[src/hw/dadda_mult_cfg.svh]
`ifndef DADDA_MULT_CFG_SVH
`define DADDA_MULT_CFG_SVH

// operand and product widths
`define DADDA_OP_W   16
`define DADDA_PROD_W (2 * `DADDA_OP_W)

// reduction stages for 16 rows
// column heights step down 13, 9, 6, 4, 3, 2
`define DADDA_STAGES 6

`endif

[src/hw/dadda_mult_pkg.sv]
`default_nettype none

`include "dadda_mult_cfg.svh"

package dadda_mult_pkg;

  // multiplier or multiplicand, unsigned
  typedef logic [`DADDA_OP_W-1:0] operand_t;

  // full product, also one reduced row of the tree
  typedef logic [`DADDA_PROD_W-1:0] product_t;

endpackage

`default_nettype wire

[src/hw/brent_kung_adder.sv]
`timescale 1ns/1ps
`default_nettype none

`include "dadda_mult_cfg.svh"

module brent_kung_adder (
  input  wire                       clk,
  input  wire                       rst_n,
  input  wire                       rows_valid,
  input  dadda_mult_pkg::product_t  sum_row,
  input  dadda_mult_pkg::product_t  carry_row,
  output logic                      sum_valid,
  output dadda_mult_pkg::product_t  sum
);

  import dadda_mult_pkg::*;

  localparam int W      = `DADDA_PROD_W;
  localparam int LEVELS = $clog2(`DADDA_PROD_W);

  product_t sum_next;

  always_comb begin : prefix
    product_t prop;
    product_t g;
    product_t p;
    product_t carry;
    int       d;

    prop = sum_row ^ carry_row;
    g    = sum_row & carry_row;
    p    = prop;

    // up-sweep, pairs at distance 1, 2, 4, 8, 16
    for (int lvl = 0; lvl < LEVELS; lvl++) begin
      d = 1 << lvl;
      for (int i = 2 * d - 1; i < W; i += 2 * d) begin
        g[i] = g[i] | (p[i] & g[i-d]);
        p[i] = p[i] & p[i-d];
      end
    end

    // down-sweep fills the carries between the tree nodes
    for (int lvl = LEVELS - 2; lvl >= 0; lvl--) begin
      d = 1 << lvl;
      for (int i = 3 * d - 1; i < W; i += 2 * d) begin
        g[i] = g[i] | (p[i] & g[i-d]);
      end
    end

    // g[i] now covers bits i..0, carry-in is zero
    carry = {g[W-2:0], 1'b0};
    sum_next = prop ^ carry;
  end

  always_ff @(posedge clk or negedge rst_n) begin
    if (!rst_n) begin
      sum_valid <= 1'b0;
    end else begin
      sum_valid <= rows_valid;
    end
  end

  always_ff @(posedge clk) begin
    if (rows_valid) begin
      sum <= sum_next;
    end
  end

  a_single_pulse: assert property (@(posedge clk) disable iff (!rst_n)
    sum_valid |=> !sum_valid);

endmodule

`default_nettype wire

[config.mk]
export PLATFORM = sky130hd
export DESIGN_NAME = brent_kung_adder
export DESIGN_NICKNAME = d
export VERILOG_FILES = /design/src/hw/dadda_mult_pkg.sv /design/src/hw/brent_kung_adder.sv
export VERILOG_INCLUDE_DIRS = /design/src /design/src/hw
export SDC_FILE = /design/constraint.sdc
export NUM_CORES = 1
export LEC_CHECK = 0
export BUFFER_PORTS_ARGS = -buffer_cell sky130_fd_sc_hd__clkbuf_2
export CAP_MARGIN = 20
export CORE_ASPECT_RATIO = 1.4
export CORE_MARGIN = 8
export CORE_UTILIZATION = 52
export CTS_CLUSTER_DIAMETER = 40
export DETAILED_ROUTE_END_ITERATION = 10
export PLACE_DENSITY = 0.95
export SETUP_SLACK_MARGIN = 0.2
export SLEW_MARGIN = 10
export SYNTH_ARGS = -nofsm -noshare
export SYNTH_HDL_FRONTEND = slang
export SYNTH_SLANG_ARGS = --single-unit
[constraint.sdc]
create_clock -name clk -period 0.9 [get_ports clk]
set_input_delay 0.09 -clock clk [delete_from_list [all_inputs] [get_ports clk]]
set_output_delay 0.09 -clock clk [all_outputs]
set_load 0.01 [all_outputs]
# After elaboration in Yosys (flattened, before gate mapping)
# Cells that the tools add are included.
# classes
bitwise	129
# op_table
op	n
$and 1x1->1	74
$xor 32x32->32	2
$or 1x1->1	52
$and 31x31->31	1
# word_totals
wordCells	131
regBits	33
output_inout_bits	33

# Depth between registers and ports, before layout
# depth
depth_word	18
depth_mapped	10

# Least setup slack after synthesis
# OpenSTA, ideal clock, no wires.
# synth_path
kind	input-to-reg
startpoint	in sum_row[0]
endpoint	reg sum[27], data pin
arrival_time_ps	2427
stages	10
setup_ps	259
t_required_ps	641
path_buffers	0
setup_slack_ps	-1787
path_cell_list	ha_1 fa_1 a211o_1 a211oi_2 o31ai_2 a41o_2 o21ai_4 o21bai_1 fa_1 xor2_1
# synth_between
elab_chain_len	16
# synth_rtl
item	line_no	source
start, declared	brent_kung_adder.sv:10	input dadda_mult_pkg::product_t sum_row,
$and 31x31->31	brent_kung_adder.sv:31	g = sum_row & carry_row;
$and 1x1->1	brent_kung_adder.sv:38	g[i] = g[i] | (p[i] & g[i-d]);
$or 1x1->1	brent_kung_adder.sv:38	
$and 1x1->1	brent_kung_adder.sv:38	
$or 1x1->1	brent_kung_adder.sv:38	
$and 1x1->1	brent_kung_adder.sv:38	
$or 1x1->1	brent_kung_adder.sv:38	
$and 1x1->1	brent_kung_adder.sv:38	
$or 1x1->1	brent_kung_adder.sv:38	
$and 1x1->1	brent_kung_adder.sv:47	g[i] = g[i] | (p[i] & g[i-d]);
$or 1x1->1	brent_kung_adder.sv:47	
$and 1x1->1	brent_kung_adder.sv:47	
$or 1x1->1	brent_kung_adder.sv:47	
$and 1x1->1	brent_kung_adder.sv:47	
$or 1x1->1	brent_kung_adder.sv:47	
$xor 32x32->32	brent_kung_adder.sv:53	sum_next = prop ^ carry;
named net sum_next[27]	brent_kung_adder.sv:21	product_t sum_next;
end signal, assigned	brent_kung_adder.sv:66	sum <= sum_next;
end, declared	brent_kung_adder.sv:13	output dadda_mult_pkg::product_t sum
# The timed path passes the listed nets, and every way through them passes these cells.
# A chain may end at the register's enable or synchronous reset.

# Worst setup path in the final report
# Ends and elaborated chain as after synthesis.

==> results.py <==
metrics = {
    "outcome": {
        "status": "complete, but fails checks",
        "violations": "setup timing",
    },
    "floorplan": {
        "initial_utilization": 0.545,
        "fp.dieH_um": 94.9,
        "io_pins": 100,
        "dieArea_mm2": 0.00687,
        "core_mm2": 0.00424,
        "rows": 28,
        "fp.dieW_um": 72.4,
    },
    "sta": {
        "hold_slack_ns": 0.0940,
        "relSlewSlack": 0.771,
        "worst_slew_pin_slew_ns": 0.343,
        "hold_viol": 0,
        "finalSetupViolCount": 37,
        "rsz0062_at_grt": "yes",
        "setup_slack_ns": -1.55,
        "tns_ns": -35.17,
        "finalCritPeriodShare": 2.72,
        "fin_crit_ns": 2.45,
        "drv_slew": 0,
        "fmaxAchievable_mhz": 409,
    },
    "grt": {
        "grt-ovfl-total": 0,
        "first_global_vias": 2306,
        "grt_max_degree": 20,
        "grt_pass1_wl_um": 10000,
        "track_usage": 0.191,
        "antenna_found_initial": 0,
    },
    "setup_path": {
        "arrival_ns": 2.48,
        "critical_path_required_ns": 0.94,
        "crit_type": "input port to register",
        "worstSetupEndpointType": "register",
        "critPathMaxFanout": 4,
        "start_kind": "input port",
        "worstSetupStartpoint": "sum_row[0]",
    },
    "clock_network": {
        "clock-sinks": 33,
        "h-tree-depth": 2,
        "cts_tree": "done",
        "cts_buffer_depth": 2,
        "root_buffer": "clkbuf_8",
        "cts_buffers": 5,
        "path_clk_slew_ns": 0.06,
    },
    "power_and_ir_drop": {
        "p_int_uw": 3520,
        "switchingPower_uw": 1530,
        "seq_power_share": 0.414,
        "combPwrFrac": 0.379,
        "total_power_uw": 5040,
        "p_leak_uw": 0.00179,
        "pwr-share-clk": 0.207,
        "powerDensity_mw_per_mm2": 1430,
        "power_switching_share": 0.303,
        "ir_drop_v": 0.000851,
    },
    "worst_hold_path": {
        "min_from": "carry_row[0]",
        "hp-class": "input port to register",
    },
    "logic_synthesis": {
        "synth_top_area_cell": "edfxtp_1",
        "syn_avg_cell_area_um2": 12.7,
        "seq_area_frac_synth": 0.426,
        "yosys_warnings": 0,
        "syn-num-nets": 294,
        "syn_inst": 182,
        "yosysUniqueCellTypes": 31,
        "synth_top_area_share": 0.416,
        "synth-seq-cells": 33,
        "syn_area_mm2": 0.00231,
        "synth_area_leaders": "edfxtp_1 (42%), ha_1 (16%), fa_1 (14%), inv_1 (4.9%), xnor2_1 (4.2%)",
    },
    "layout": {
        "nNetsFinal": 454,
        "final_util": 0.831,
        "final_common_cell": "clkbuf_2",
        "area_growth_pct": 52.4,
        "stdcell_count": 403,
        "drive_gt1_frac": 0.557,
        "antenna_cells": 0,
        "final_cell_mix": "clkbuf_2 (90), buf_4 (49), edfxtp_1 (32), ha_1 (26), inv_1 (25)",
    },
    "drt": {
        "drc": 0,
        "drt_pass1_iterations": 4,
        "routed_via_density": 5.00,
        "ant_nets": 0,
        "vias": 2016,
        "initialDrtViolationCount": 55,
        "wire_per_inst_um": 16.6,
        "wirelength_um": 6680,
    },
    "job": {
        "cap_viol_max_count": 0,
    },
    "placement": {
        "hpwl_um": 5400,
        "numPortBuffers": 99,
        "place_inst": 388,
        "gp_congestion": 0.789,
    },
}
state kept, by name (all words and copies together) (netlist names):
register   cells
sum           32
sum_valid      1
area by class of cell:
| cell class | count | area [um2] |
|---|---|---|
| clock buffers | 6 | 72.6 |
| clock inverters | 2 | 10.0 |
| fillers | 216 | 716 |
| inverters | 30 | 113 |
| multi-input cells | 119 | 1320 |
| flip-flops and latches | 33 | 986 |
| well taps | 60 | 75.1 |
| repair buffers | 153 | 948 |
cells by family after synthesis:
family,Yosys count,synth area share
flip-flops,33,0.426
AND/OR/NAND/NOR,17,0.0330
buffers and inverters,30,0.0487
XOR/XNOR,16,0.0606
adder cells (fa/ha/maj),45,0.295
AO/OA/AOI/OAI,41,0.136
cell usage after synthesis:
master     number
o31ai_2         2
xor2_1          5
nor2_1          4
a2bb2oi_1       1
a31oi_1         2
xnor2_1        11
ha_1           29
a41o_2          1
nand4_1         3
or2_2           1
o21a_1          2
a211oi_2        1
fa_1           16
o21bai_1        1
o21ai_0         1
a221o_1         1
o21ai_4         1
inv_1          30
a21o_1         11
and2_1          1
nand2_1         8
a211o_1         1
edfxtp_1       32
o22ai_1         1
o21ba_2         1
o211ai_1        1
o21ai_1         1
dfrtp_1         1
a21oi_1         9
a211oi_1        2
o211a_1         1
metrics by stage:
| step | worst slack, ns | instance area [um2] |
|---|---|---|
| 3_3_place_gp | -1.85 | 3320 |
| 6_report | -1.55 | 3520 |
| 2_1_floorplan | -1.63 | 2380 |
| 5_1_grt | -1.64 | 3520 |
| 4_1_cts | -1.61 | 3480 |
| 3_5_place_dp | -1.94 | 3320 |
metal layers:
layer / wire length, um / global-route usage / up-vias / part of all wire
met5: 0 / 0 / - / 0
li1: - / - / 964 / -
met3: 394 / 0.0392 / 21 / 0.059
met4: 244 / 0.109 / 0 / 0.037
met1: 2040 / 0.163 / 941 / 0.31
met2: 4000 / 0.387 / 90 / 0.60
worst paths after layout:
kind	end	slack (ns)	cells past startpoint
min in group asynchronous	sum_valid	0.11	2
worst max-delay path	sum[27]	-1.55	11
max in group asynchronous	sum_valid	0.71	2
worst min-delay path	sum[0]	0.09	2
critical path, cell delays in order:
cell and delay, ns:
buf_6 0.10, ha_4 0.14, fa_2 0.33, a211o_1 0.32, a211oi_4 0.30, o31ai_2 0.13, a41o_2 0.27, o21ai_4 0.20
o21bai_1 0.11, fa_2 0.34, xor2_1 0.17
repair_timing:
action | in CTS | in global routing
resized for setup | 10 | 18
pin swaps | 21 | 13
endpoints found under the setup margin | 64 | 64
endpoints found under the hold margin | 1 | 0
setup buffers | 5 | 1
hold buffers | 1 | 0
power by group through the flow:
stage / Combinational, uW / Clock, uW / Sequential [uW]
3_3_place_gp: 1640 / 0 / 2110
5_1_grt: 2090 / 1110 / 2110
3_5_place_dp: 1760 / 0 / 2120
4_1_cts: 1840 / 1050 / 2090
6_report: 1910 / 1050 / 2090
2_1_floorplan: 712 / 0 / 2240
No activity file was read; power rests on OpenSTA's default activity.
