**config.mk**
```make
export PLATFORM = sky130hd
export DESIGN_NAME = mult_req_ack
export DESIGN_NICKNAME = d
export VERILOG_FILES = /design/src/hw/dadda_mult_pkg.sv /design/src/hw/mult_req_ack.sv
export VERILOG_INCLUDE_DIRS = /design/src /design/src/hw
export SDC_FILE = /design/constraint.sdc
export NUM_CORES = 1
export LEC_CHECK = 0
export ABC_AREA = 1
export BUFFER_PORTS_ARGS = -buffer_cell sky130_fd_sc_hd__buf_4
export CORE_MARGIN = 5
export CORE_UTILIZATION = 47
export DETAILED_ROUTE_END_ITERATION = 6
export PLACE_DENSITY = 0.83
export SETUP_SLACK_MARGIN = 0.5
export SYNTH_ARGS = -nofsm -noshare
export SYNTH_HDL_FRONTEND = slang
export SYNTH_SLANG_ARGS = --single-unit
export TNS_END_PERCENT = 5
```
**constraint.sdc**
```tcl
create_clock -name clk -period 5.5 [get_ports clk]
set_clock_uncertainty 0.05 [all_clocks]
set_input_delay 0.825 -clock clk [delete_from_list [all_inputs] [get_ports clk]]
set_output_delay 0.825 -clock clk [all_outputs]
set_load 0.1 [all_outputs]
```
**src/hw/dadda_mult_cfg.svh**
```systemverilog
`ifndef DADDA_MULT_CFG_SVH
`define DADDA_MULT_CFG_SVH

// operand and product widths
`define DADDA_OP_W   16
`define DADDA_PROD_W (2 * `DADDA_OP_W)

// reduction stages for 16 rows
// column heights step down 13, 9, 6, 4, 3, 2
`define DADDA_STAGES 6

`endif

```
**src/hw/dadda_mult_pkg.sv**
```systemverilog
`default_nettype none

`include "dadda_mult_cfg.svh"

package dadda_mult_pkg;

  // multiplier or multiplicand, unsigned
  typedef logic [`DADDA_OP_W-1:0] operand_t;

  // full product, also one reduced row of the tree
  typedef logic [`DADDA_PROD_W-1:0] product_t;

endpackage

`default_nettype wire

```
**src/hw/mult_req_ack.sv**
```systemverilog
`timescale 1ns/1ps
`default_nettype none

module mult_req_ack (
  input  wire                       clk,
  input  wire                       rst_n,
  input  wire                       req,
  input  dadda_mult_pkg::operand_t  multpr,
  input  dadda_mult_pkg::operand_t  multpcd,
  output logic                      ack,
  output dadda_mult_pkg::product_t  product,
  output logic                      launch,
  output dadda_mult_pkg::operand_t  op_a,
  output dadda_mult_pkg::operand_t  op_b,
  input  wire                       sum_valid,
  input  dadda_mult_pkg::product_t  sum
);

  typedef enum logic [1:0] {
    ST_IDLE,
    ST_BUSY,
    ST_ACK
  } state_t;

  state_t state;

  always_ff @(posedge clk or negedge rst_n) begin
    if (!rst_n) begin
      state   <= ST_IDLE;
      launch  <= 1'b0;
      ack     <= 1'b0;
      product <= '0;
    end else begin
      launch <= 1'b0;
      case (state)
        ST_IDLE: begin
          if (req) begin
            state  <= ST_BUSY;
            launch <= 1'b1;
          end
        end
        ST_BUSY: begin
          // wait for the adder stage
          if (sum_valid) begin
            product <= sum;
            ack     <= 1'b1;
            state   <= ST_ACK;
          end
        end
        ST_ACK: begin
          if (!req) begin
            ack   <= 1'b0;
            state <= ST_IDLE;
          end
        end
        default: state <= ST_IDLE;
      endcase
    end
  end

  // operands only taken on acceptance
  always_ff @(posedge clk) begin
    if (state == ST_IDLE && req) begin
      op_a <= multpr;
      op_b <= multpcd;
    end
  end

  a_ack_needs_req: assert property (@(posedge clk) disable iff (!rst_n)
    $rose(ack) |-> $past(req));

  a_product_held: assert property (@(posedge clk) disable iff (!rst_n)
    ack && $past(ack) |-> $stable(product));

  a_sum_when_busy: assert property (@(posedge clk) disable iff (!rst_n)
    sum_valid |-> state == ST_BUSY);

endmodule

`default_nettype wire

```
======== After elaboration in Yosys (flattened, before gate mapping) ========
Cells that the tools add are included.
storage, ports and cells
  register bits ........................... 68
  input bits .............................. 68
  output and inout port bits .............. 66
cells by class
  eq/ne operators ......................... 5
  multiplexer cells ....................... 9
  reductions and logical operators ........ 6
operators by type and width
  kind                  number
  $mux W2               3
  $ne A2 B2 Y1 const B  3
  $pmux W2 S3           1
  $reduce_and A3 Y1     2
  $mux W1               4
  $eq A2 B1 Y1 const B  1
  $eq A2 B2 Y1 const B  1
  $logic_not A2 Y1      1
  $pmux W1 S2           1
  $reduce_and A2 Y1     1
  $reduce_bool A2 Y1    1
  $logic_and A1 B1 Y1   1

======== Logic depth before layout (Yosys ltp) ========
Gate-level depths: netlist of the first run.
  word-level depth ........................ 3
  mapped depth ............................ 5
  mapped depth without buffers ............ 4

======== Worst setup path after synthesis of the first run ========
No wires, ideal clock.
  path type ............................... input-to-reg
  from .................................... in req
  to ...................................... reg op_a[0], enable pin
  library setup time ...................... 0.422 ns
  data arrival time ....................... 2.259 ns
  data required time ...................... 5.028 ns
  slack ................................... 2.769 ns
  cell stages on the path ................. 2
  path buffers ............................ 0
  cell sequence ........................... inv_1 nor2_1
on the way
  cells in the longest elaborated chain, start to end .. 1
RTL lines
  element                 RTL line            text
  start: declaration      mult_req_ack.sv:7   input wire req,
  $logic_and A1 B1 Y1     mult_req_ack.sv:63  if (state == ST_IDLE && req) begin
  end signal: assignment  mult_req_ack.sv:64  op_a <= multpr;
  end: declaration        mult_req_ack.sv:13  output dadda_mult_pkg::operand_t op_a,
Every way passes these cells.
A chain may end at the register's enable or synchronous reset.

======== Worst setup path after layout of the first run ========
  from .................................... reg state[0]
  to ...................................... reg op_a[6], enable pin
on the way
  cells in the longest elaborated chain, start to end .. 2
RTL lines
  element                   RTL line            text
  start: declaration        mult_req_ack.sv:25  state_t state;
  start signal: assignment  mult_req_ack.sv:29  state <= ST_IDLE;
  start signal: assignment  mult_req_ack.sv:38  state <= ST_BUSY;
  start signal: assignment  mult_req_ack.sv:47  state <= ST_ACK;
  $logic_not A2 Y1          mult_req_ack.sv:63
  $logic_and A1 B1 Y1       mult_req_ack.sv:63
Every way passes these cells.

==> results.json, run 1 <==
{
  "status": "complete, no violations",
  "antenna_found_initial": 0,
  "drc": 0,
  "dieArea_um2": 6790,
  "fillers": 388,
  "slowest_delay_ns": 1.11,
  "worstSetupPathType": "register to register",
  "synth.cell_area_um2": 2460,
  "start_util_pct": 48.2,
  "globalplace.congestion": 0.717,
  "cts.sinks": 68,
  "finalMaxSlewViolations": 0,
  "maxCapViolCount": 0,
  "syn-num-nets": 259,
  "start_kind": "register",
  "worst-r2r-cell-count": 4,
  "grt_pass1_vias": 1926,
  "cp-end-kind": "register",
  "cts_resized": 0,
  "drive_above_1_share_pct": 46.5,
  "crit_fanout": 35,
  "syn_inst": 191,
  "max_freq_mhz": 467,
  "core_um2": 5110,
  "io_pins": 134,
  "rsz0062_at_grt": "false",
  "rr_endpoint": "op_a[6]",
  "finalCritPeriodShare_pct": 38.9,
  "ys_ff_latch": 68,
  "antenna-diode-count": 0,
  "fin_ws_ns": 3.36,
  "track_usage_pct": 19.0,
  "hold_class": "primary input to async pin",
  "finalWirelength_um": 6310,
  "post-dp-hpwl_um": 4370,
  "dieWidth_um": 82.4,
  "grt_max_degree": 37,
  "fin_setup_tns_ns": 0,
  "fin_crit_ns": 2.14,
  "grt_pass1_wl_um": 9520,
  "dp.cells": 381,
  "ys_warn_count": 0,
  "synth_cell_type_count": 14,
  "dp_slack_ns": 3.42,
  "reg2reg_setup_slack_ns": 3.36,
  "finalHoldViolations": 0,
  "fp.dieH_um": 82.4,
  "cp.arrival_ns": 2.14,
  "ys_seq_area_share_pct": 75.6,
  "numCtsBuffers": 9,
  "drt_iter0_drc": 128,
  "firstDrtPassIters": 4,
  "timing.critical_path.buf_inv": 2,
  "critical_path.slowest_cell": "dfrtp_1",
  "path_cells": "inv_1 > nand2_1 > nor2_2 > buf_4",
  "ant_nets": 0,
  "cts_tree": "yes",
  "path_clk_slew_ns": 0.08,
  "cts_root_buf": "clkbuf_8",
  "via_count": 1958,
  "synth.avg_cell_area_um2": 12.9,
  "htree_levels": 3,
  "reg2reg_from": "state[0]",
  "numPortBuffers": 133,
  "clk_latency_ns": 0.33,
  "wl_per_cell_um": 15.9,
  "post_cts_buffers": 0,
  "worst_pin_slew_ns": 1.15,
  "hold_buffers": 0,
  "nNetsFinal": 390,
  "cp_top_family": "flip-flops",
  "vias_per_cell": 4.93,
  "setup_viol": 0,
  "gr-total-overflow": 0,
  "maxSlewHeadroom_pct": 23.1,
  "layout_common_cells": "buf_4, nand2_1, dfrtp_1",
  "cp_data_required_time_ns": 5.49,
  "stdcell_count": 397,
  "syn_to_final_growth_pct": 49.5,
  "rows": 26,
  "final_common_cell": "buf_4",
  "cts.path.max_buffers": 2
}
-- worst max path at each step --
stage	from	endpoint	slack, ns	cells past startpoint
6_report	state[0]	op_a[6]	3.36	4
5_1_grt	state[0]	product[16]	3.21	3
4_1_cts	state[0]	op_b[7]	3.40	4
3_5_place_dp	state[0]	op_a[8]	3.42	4
3_3_place_gp	state[0]	product[25]	3.48	3
2_1_floorplan	req	op_a[0]	2.77	2
-- kinds of logic after synthesis --
logic type	synth area share [%]
and+or+nand+nor	20.1
AOI/OAI and AO/OA	0.203
DFF	75.6
buffers and inverters	4.16
-- worst register-to-register path, delay by kind of cell, from the launching register on --
kind / cells / cell delay [ns]
buffers and inverters: 2 / 0.47
DFF: 1 / 1.11
and+or+nand+nor: 2 / 0.20
-- state kept, by name, summed over array words and instances, names as in the netlist --
signal	flops
op_b	16
ack	1
product	32
op_a	16
state	2
launch	1
-- per-layer routing --
layer	global-route usage, %	wire [um]
met5	0	0
met4	8.64	102
met3	5.86	751
met2	29.1	2860
met1	25.0	2600
-- layout make-up --
class	instances	area, um2	share of cell area (%)
Clock buffer	9	124	3.36
Clock inverter	7	91.3	2.48
Timing Repair Buffer	134	1010	27.3
Sequential cell	68	1860	50.5
Inverter	3	11.3	0.306
Tap cell	70	87.6	2.38
Multi-Input combinational cell	106	502	13.6
-- cells in the mapped netlist --
library cell  number  share of area (%)
inv_1              2               0.30
nor2_1             1               0.15
nand2_1           68                 10
nand4_1           32                8.1
buf_6              3                1.4
edfxtp_1          32                 39
inv_2              1               0.15
nand3_1            2               0.41
o21ai_0            1               0.20
buf_2             10                2.0
buf_4              1               0.30
dfrtp_1           36                 37
nand3_4            1               0.71
nand3b_1           1               0.30
-- metrics by stage --
stage          area, um2  hold slack, ns  utilization [%]
3_3_place_gp        3470           0.405             67.9
6_report            3680           0.389             72.1
4_1_cts             3680           0.387             72.1
2_1_floorplan       2460           0.459                -
3_5_place_dp        3470           0.411             67.9
5_1_grt             3680           0.411             72.1
Power of run 1 is left out: the tool's default activity adds up to more than one toggle a clock period on the data nets, which glitch-free logic cannot reach.
==> run 2, diff against run 1 <==
ABC_AREA = 0   (was 1)
CORE_UTILIZATION = 44   (was 47)
PLACE_DENSITY = 0.78   (was 0.83)
clock period = 2.05 ns   (was 5.5 ns; I/O delays follow)
==> run 2 against run 1 <==
Effect of this change: synthesized area down 1.3%; utilization down 2.7 points; first-iteration DRC count down 84%; cell count down 15%; flip-flop and latch count unchanged; synthesized cell count down 40%; cell area up 2.4%; count of clock-buffer cells in the layout up 1; critical path depth unchanged; die area up 4.7%; global-route usage down 2.8 points; critical endpoint is now product[16]; highest routed layer unchanged.
==> results.json, run 2 <==
{
  "finalWirelength_um": 5730,
  "cts.path.max_buffers": 2,
  "grt_max_degree": 37,
  "finalMaxSlewViolations": 0,
  "max_freq_mhz": 694,
  "fp.dieH_um": 84.3,
  "dieWidth_um": 84.3,
  "rsz0062_at_grt": "false",
  "worst_pin_slew_ns": 0.461,
  "hold_class": "primary input to register",
  "finalHoldViolations": 0,
  "drc": 0,
  "final_common_cell": "buf_4",
  "critical_path.slowest_cell": "dfrtp_1",
  "cts_tree": "yes",
  "grt_pass1_vias": 1724,
  "ys_warn_count": 0,
  "maxSlewHeadroom_pct": 69.3,
  "synth_top_area_share_pct": 39.5,
  "fin_crit_ns": 1.44,
  "dieArea_um2": 7110,
  "syn-num-nets": 183,
  "slowest_delay_ns": 0.47,
  "crit_fanout": 22,
  "synth-main-ff-cell": "dfrtp_1",
  "rows": 27,
  "numCtsBuffers": 9,
  "ys_ff_latch": 68,
  "finalCritPeriodShare_pct": 70.3,
  "antenna-diode-count": 0,
  "post-synth-top-count-cell": "dfrtp_1",
  "syn_inst": 115,
  "path_clk_slew_ns": 0.07,
  "nNetsFinal": 328,
  "wl_per_cell_um": 17.0,
  "globalplace.congestion": 0.744,
  "syn_to_final_growth_pct": 55.2,
  "fin_area_um2": 3770,
  "track_usage_pct": 16.2,
  "maxCapViolCount": 0,
  "vias_per_cell": 4.61,
  "fin_setup_tns_ns": 0,
  "gr-total-overflow": 0,
  "cp.arrival_ns": 1.61,
  "stdcell_count": 337,
  "status": "complete, no violations",
  "htree_levels": 3,
  "start_util_pct": 44.7,
  "post_cts_buffers": 0,
  "top_register": "product",
  "setup_viol": 0,
  "ys_seq_area_share_pct": 76.6,
  "grt_pass1_wl_um": 8910,
  "post-dp-hpwl_um": 4400,
  "post_dp_cell_area_um2": 3520,
  "cp-end-kind": "register",
  "clk_latency_ns": 0.33,
  "cts.sinks": 68,
  "numPortBuffers": 133,
  "core_um2": 5440,
  "layout_common_cells": "buf_4, dfrtp_1, edfxtp_1",
  "synthArstFlopShare_pct": 52.9,
  "fin_ws_ns": 0.609,
  "synth_cell_type_count": 13,
  "largest_reg_flops": 32,
  "io_pins": 134,
  "cp_data_required_time_ns": 2.22,
  "drt_iter0_drc": 21,
  "cts_root_buf": "clkbuf_8",
  "ys_top_cells_by_area": "edfxtp_1, dfrtp_1, mux2_4",
  "synth.cell_area_um2": 2430,
  "dp.cells": 320,
  "synthTopCellsByCount": "dfrtp_1, edfxtp_1, mux2_4",
  "drive_above_1_share_pct": 70.2,
  "top_regs": "product x32, op_a x16, op_b x16",
  "fillers": 370,
  "via_count": 1555,
  "path_cells": "nor2b_2 > nand2_2 > buf_6 > mux2_2",
  "dp_slack_ns": 0.470,
  "antenna_found_initial": 0,
  "start_kind": "register",
  "yosys.area.top_type": "edfxtp_1",
  "ant_nets": 0,
  "synth.avg_cell_area_um2": 21.1,
  "synth-edff-count": 32,
  "firstDrtPassIters": 4,
  "worstSetupPathType": "register to register"
}
run 2: cell types whose count changed after synthesis, moves of 2 or more:
cell     change
mux2_4      +29
nand2_1     -66
nand4_1     -32
buf_2       -10
mux2_2       +3
o21ai_0      +2
nand3_1      -2
run 2: metrics by stage:
step / util (%) / hold WS [ns]
3_3_place_gp: 64.7 / 0.239
2_1_floorplan: - / -0.0381
3_5_place_dp: 64.7 / 0.244
5_1_grt: 69.4 / 0.0799
4_1_cts: 69.3 / 0.0823
6_report: 69.4 / 0.102
run 2: cell type report:
cell class | instances | area (um2) | area share [%]
clock inverter | 6 | 113 | 2.98
clock buffer | 10 | 128 | 3.38
tap | 72 | 90.1 | 2.39
inverter | 2 | 7.51 | 0.199
multi-input combinational | 42 | 539 | 14.3
timing repair buffer | 137 | 1030 | 27.4
sequential | 68 | 1860 | 49.3
run 2: routing by layer:
layer	global-route usage, %	wire length (um)	vias up
met2	26.4	2770	97
met5	0	0	-
met4	7.34	88	0
met3	6.18	590	8
li1	-	-	705
met1	19.1	2280	745
run 2: timing repair:
item | in CTS | in global routing
hold endpoints to repair | 36 | 0
gates resized for setup | 0 | 1
setup endpoints to repair | 0 | 11
hold buffers | 1 | 0
run 2: critical path: cells and delay by family (launching register included):
kind          cells  cell delay [ns]
mux               1             0.37
buf+inv           1             0.26
flops             1             0.47
simple gates      2             0.17
run 2: path summary, 6_finish.rpt:
path                            startpoint  slack (ns)  cells past startpoint           to
worst max register to register    state[1]        0.61                      4  product[16]
worst max-delay path              state[1]        0.61                      4  product[16]
min in group asynchronous            rst_n        0.43                      2  product[22]
worst min register to register  product[3]        0.46                      1   product[3]
worst min-delay path             multpr[4]        0.10                      1      op_a[4]
max in group asynchronous            rst_n        1.19                      2  product[24]
run 2: kinds of logic after synthesis:
group                  count (synthesis)  synth area share [%]
AO/OA/AOI/OAI                          3                 0.617
buffers and inverters                  5                  1.70
flip-flops                            68                  76.6
multiplexers                          33                  19.7
AND/OR/NAND/NOR                        6                  1.39
Power of run 2 is left out for the same reason.
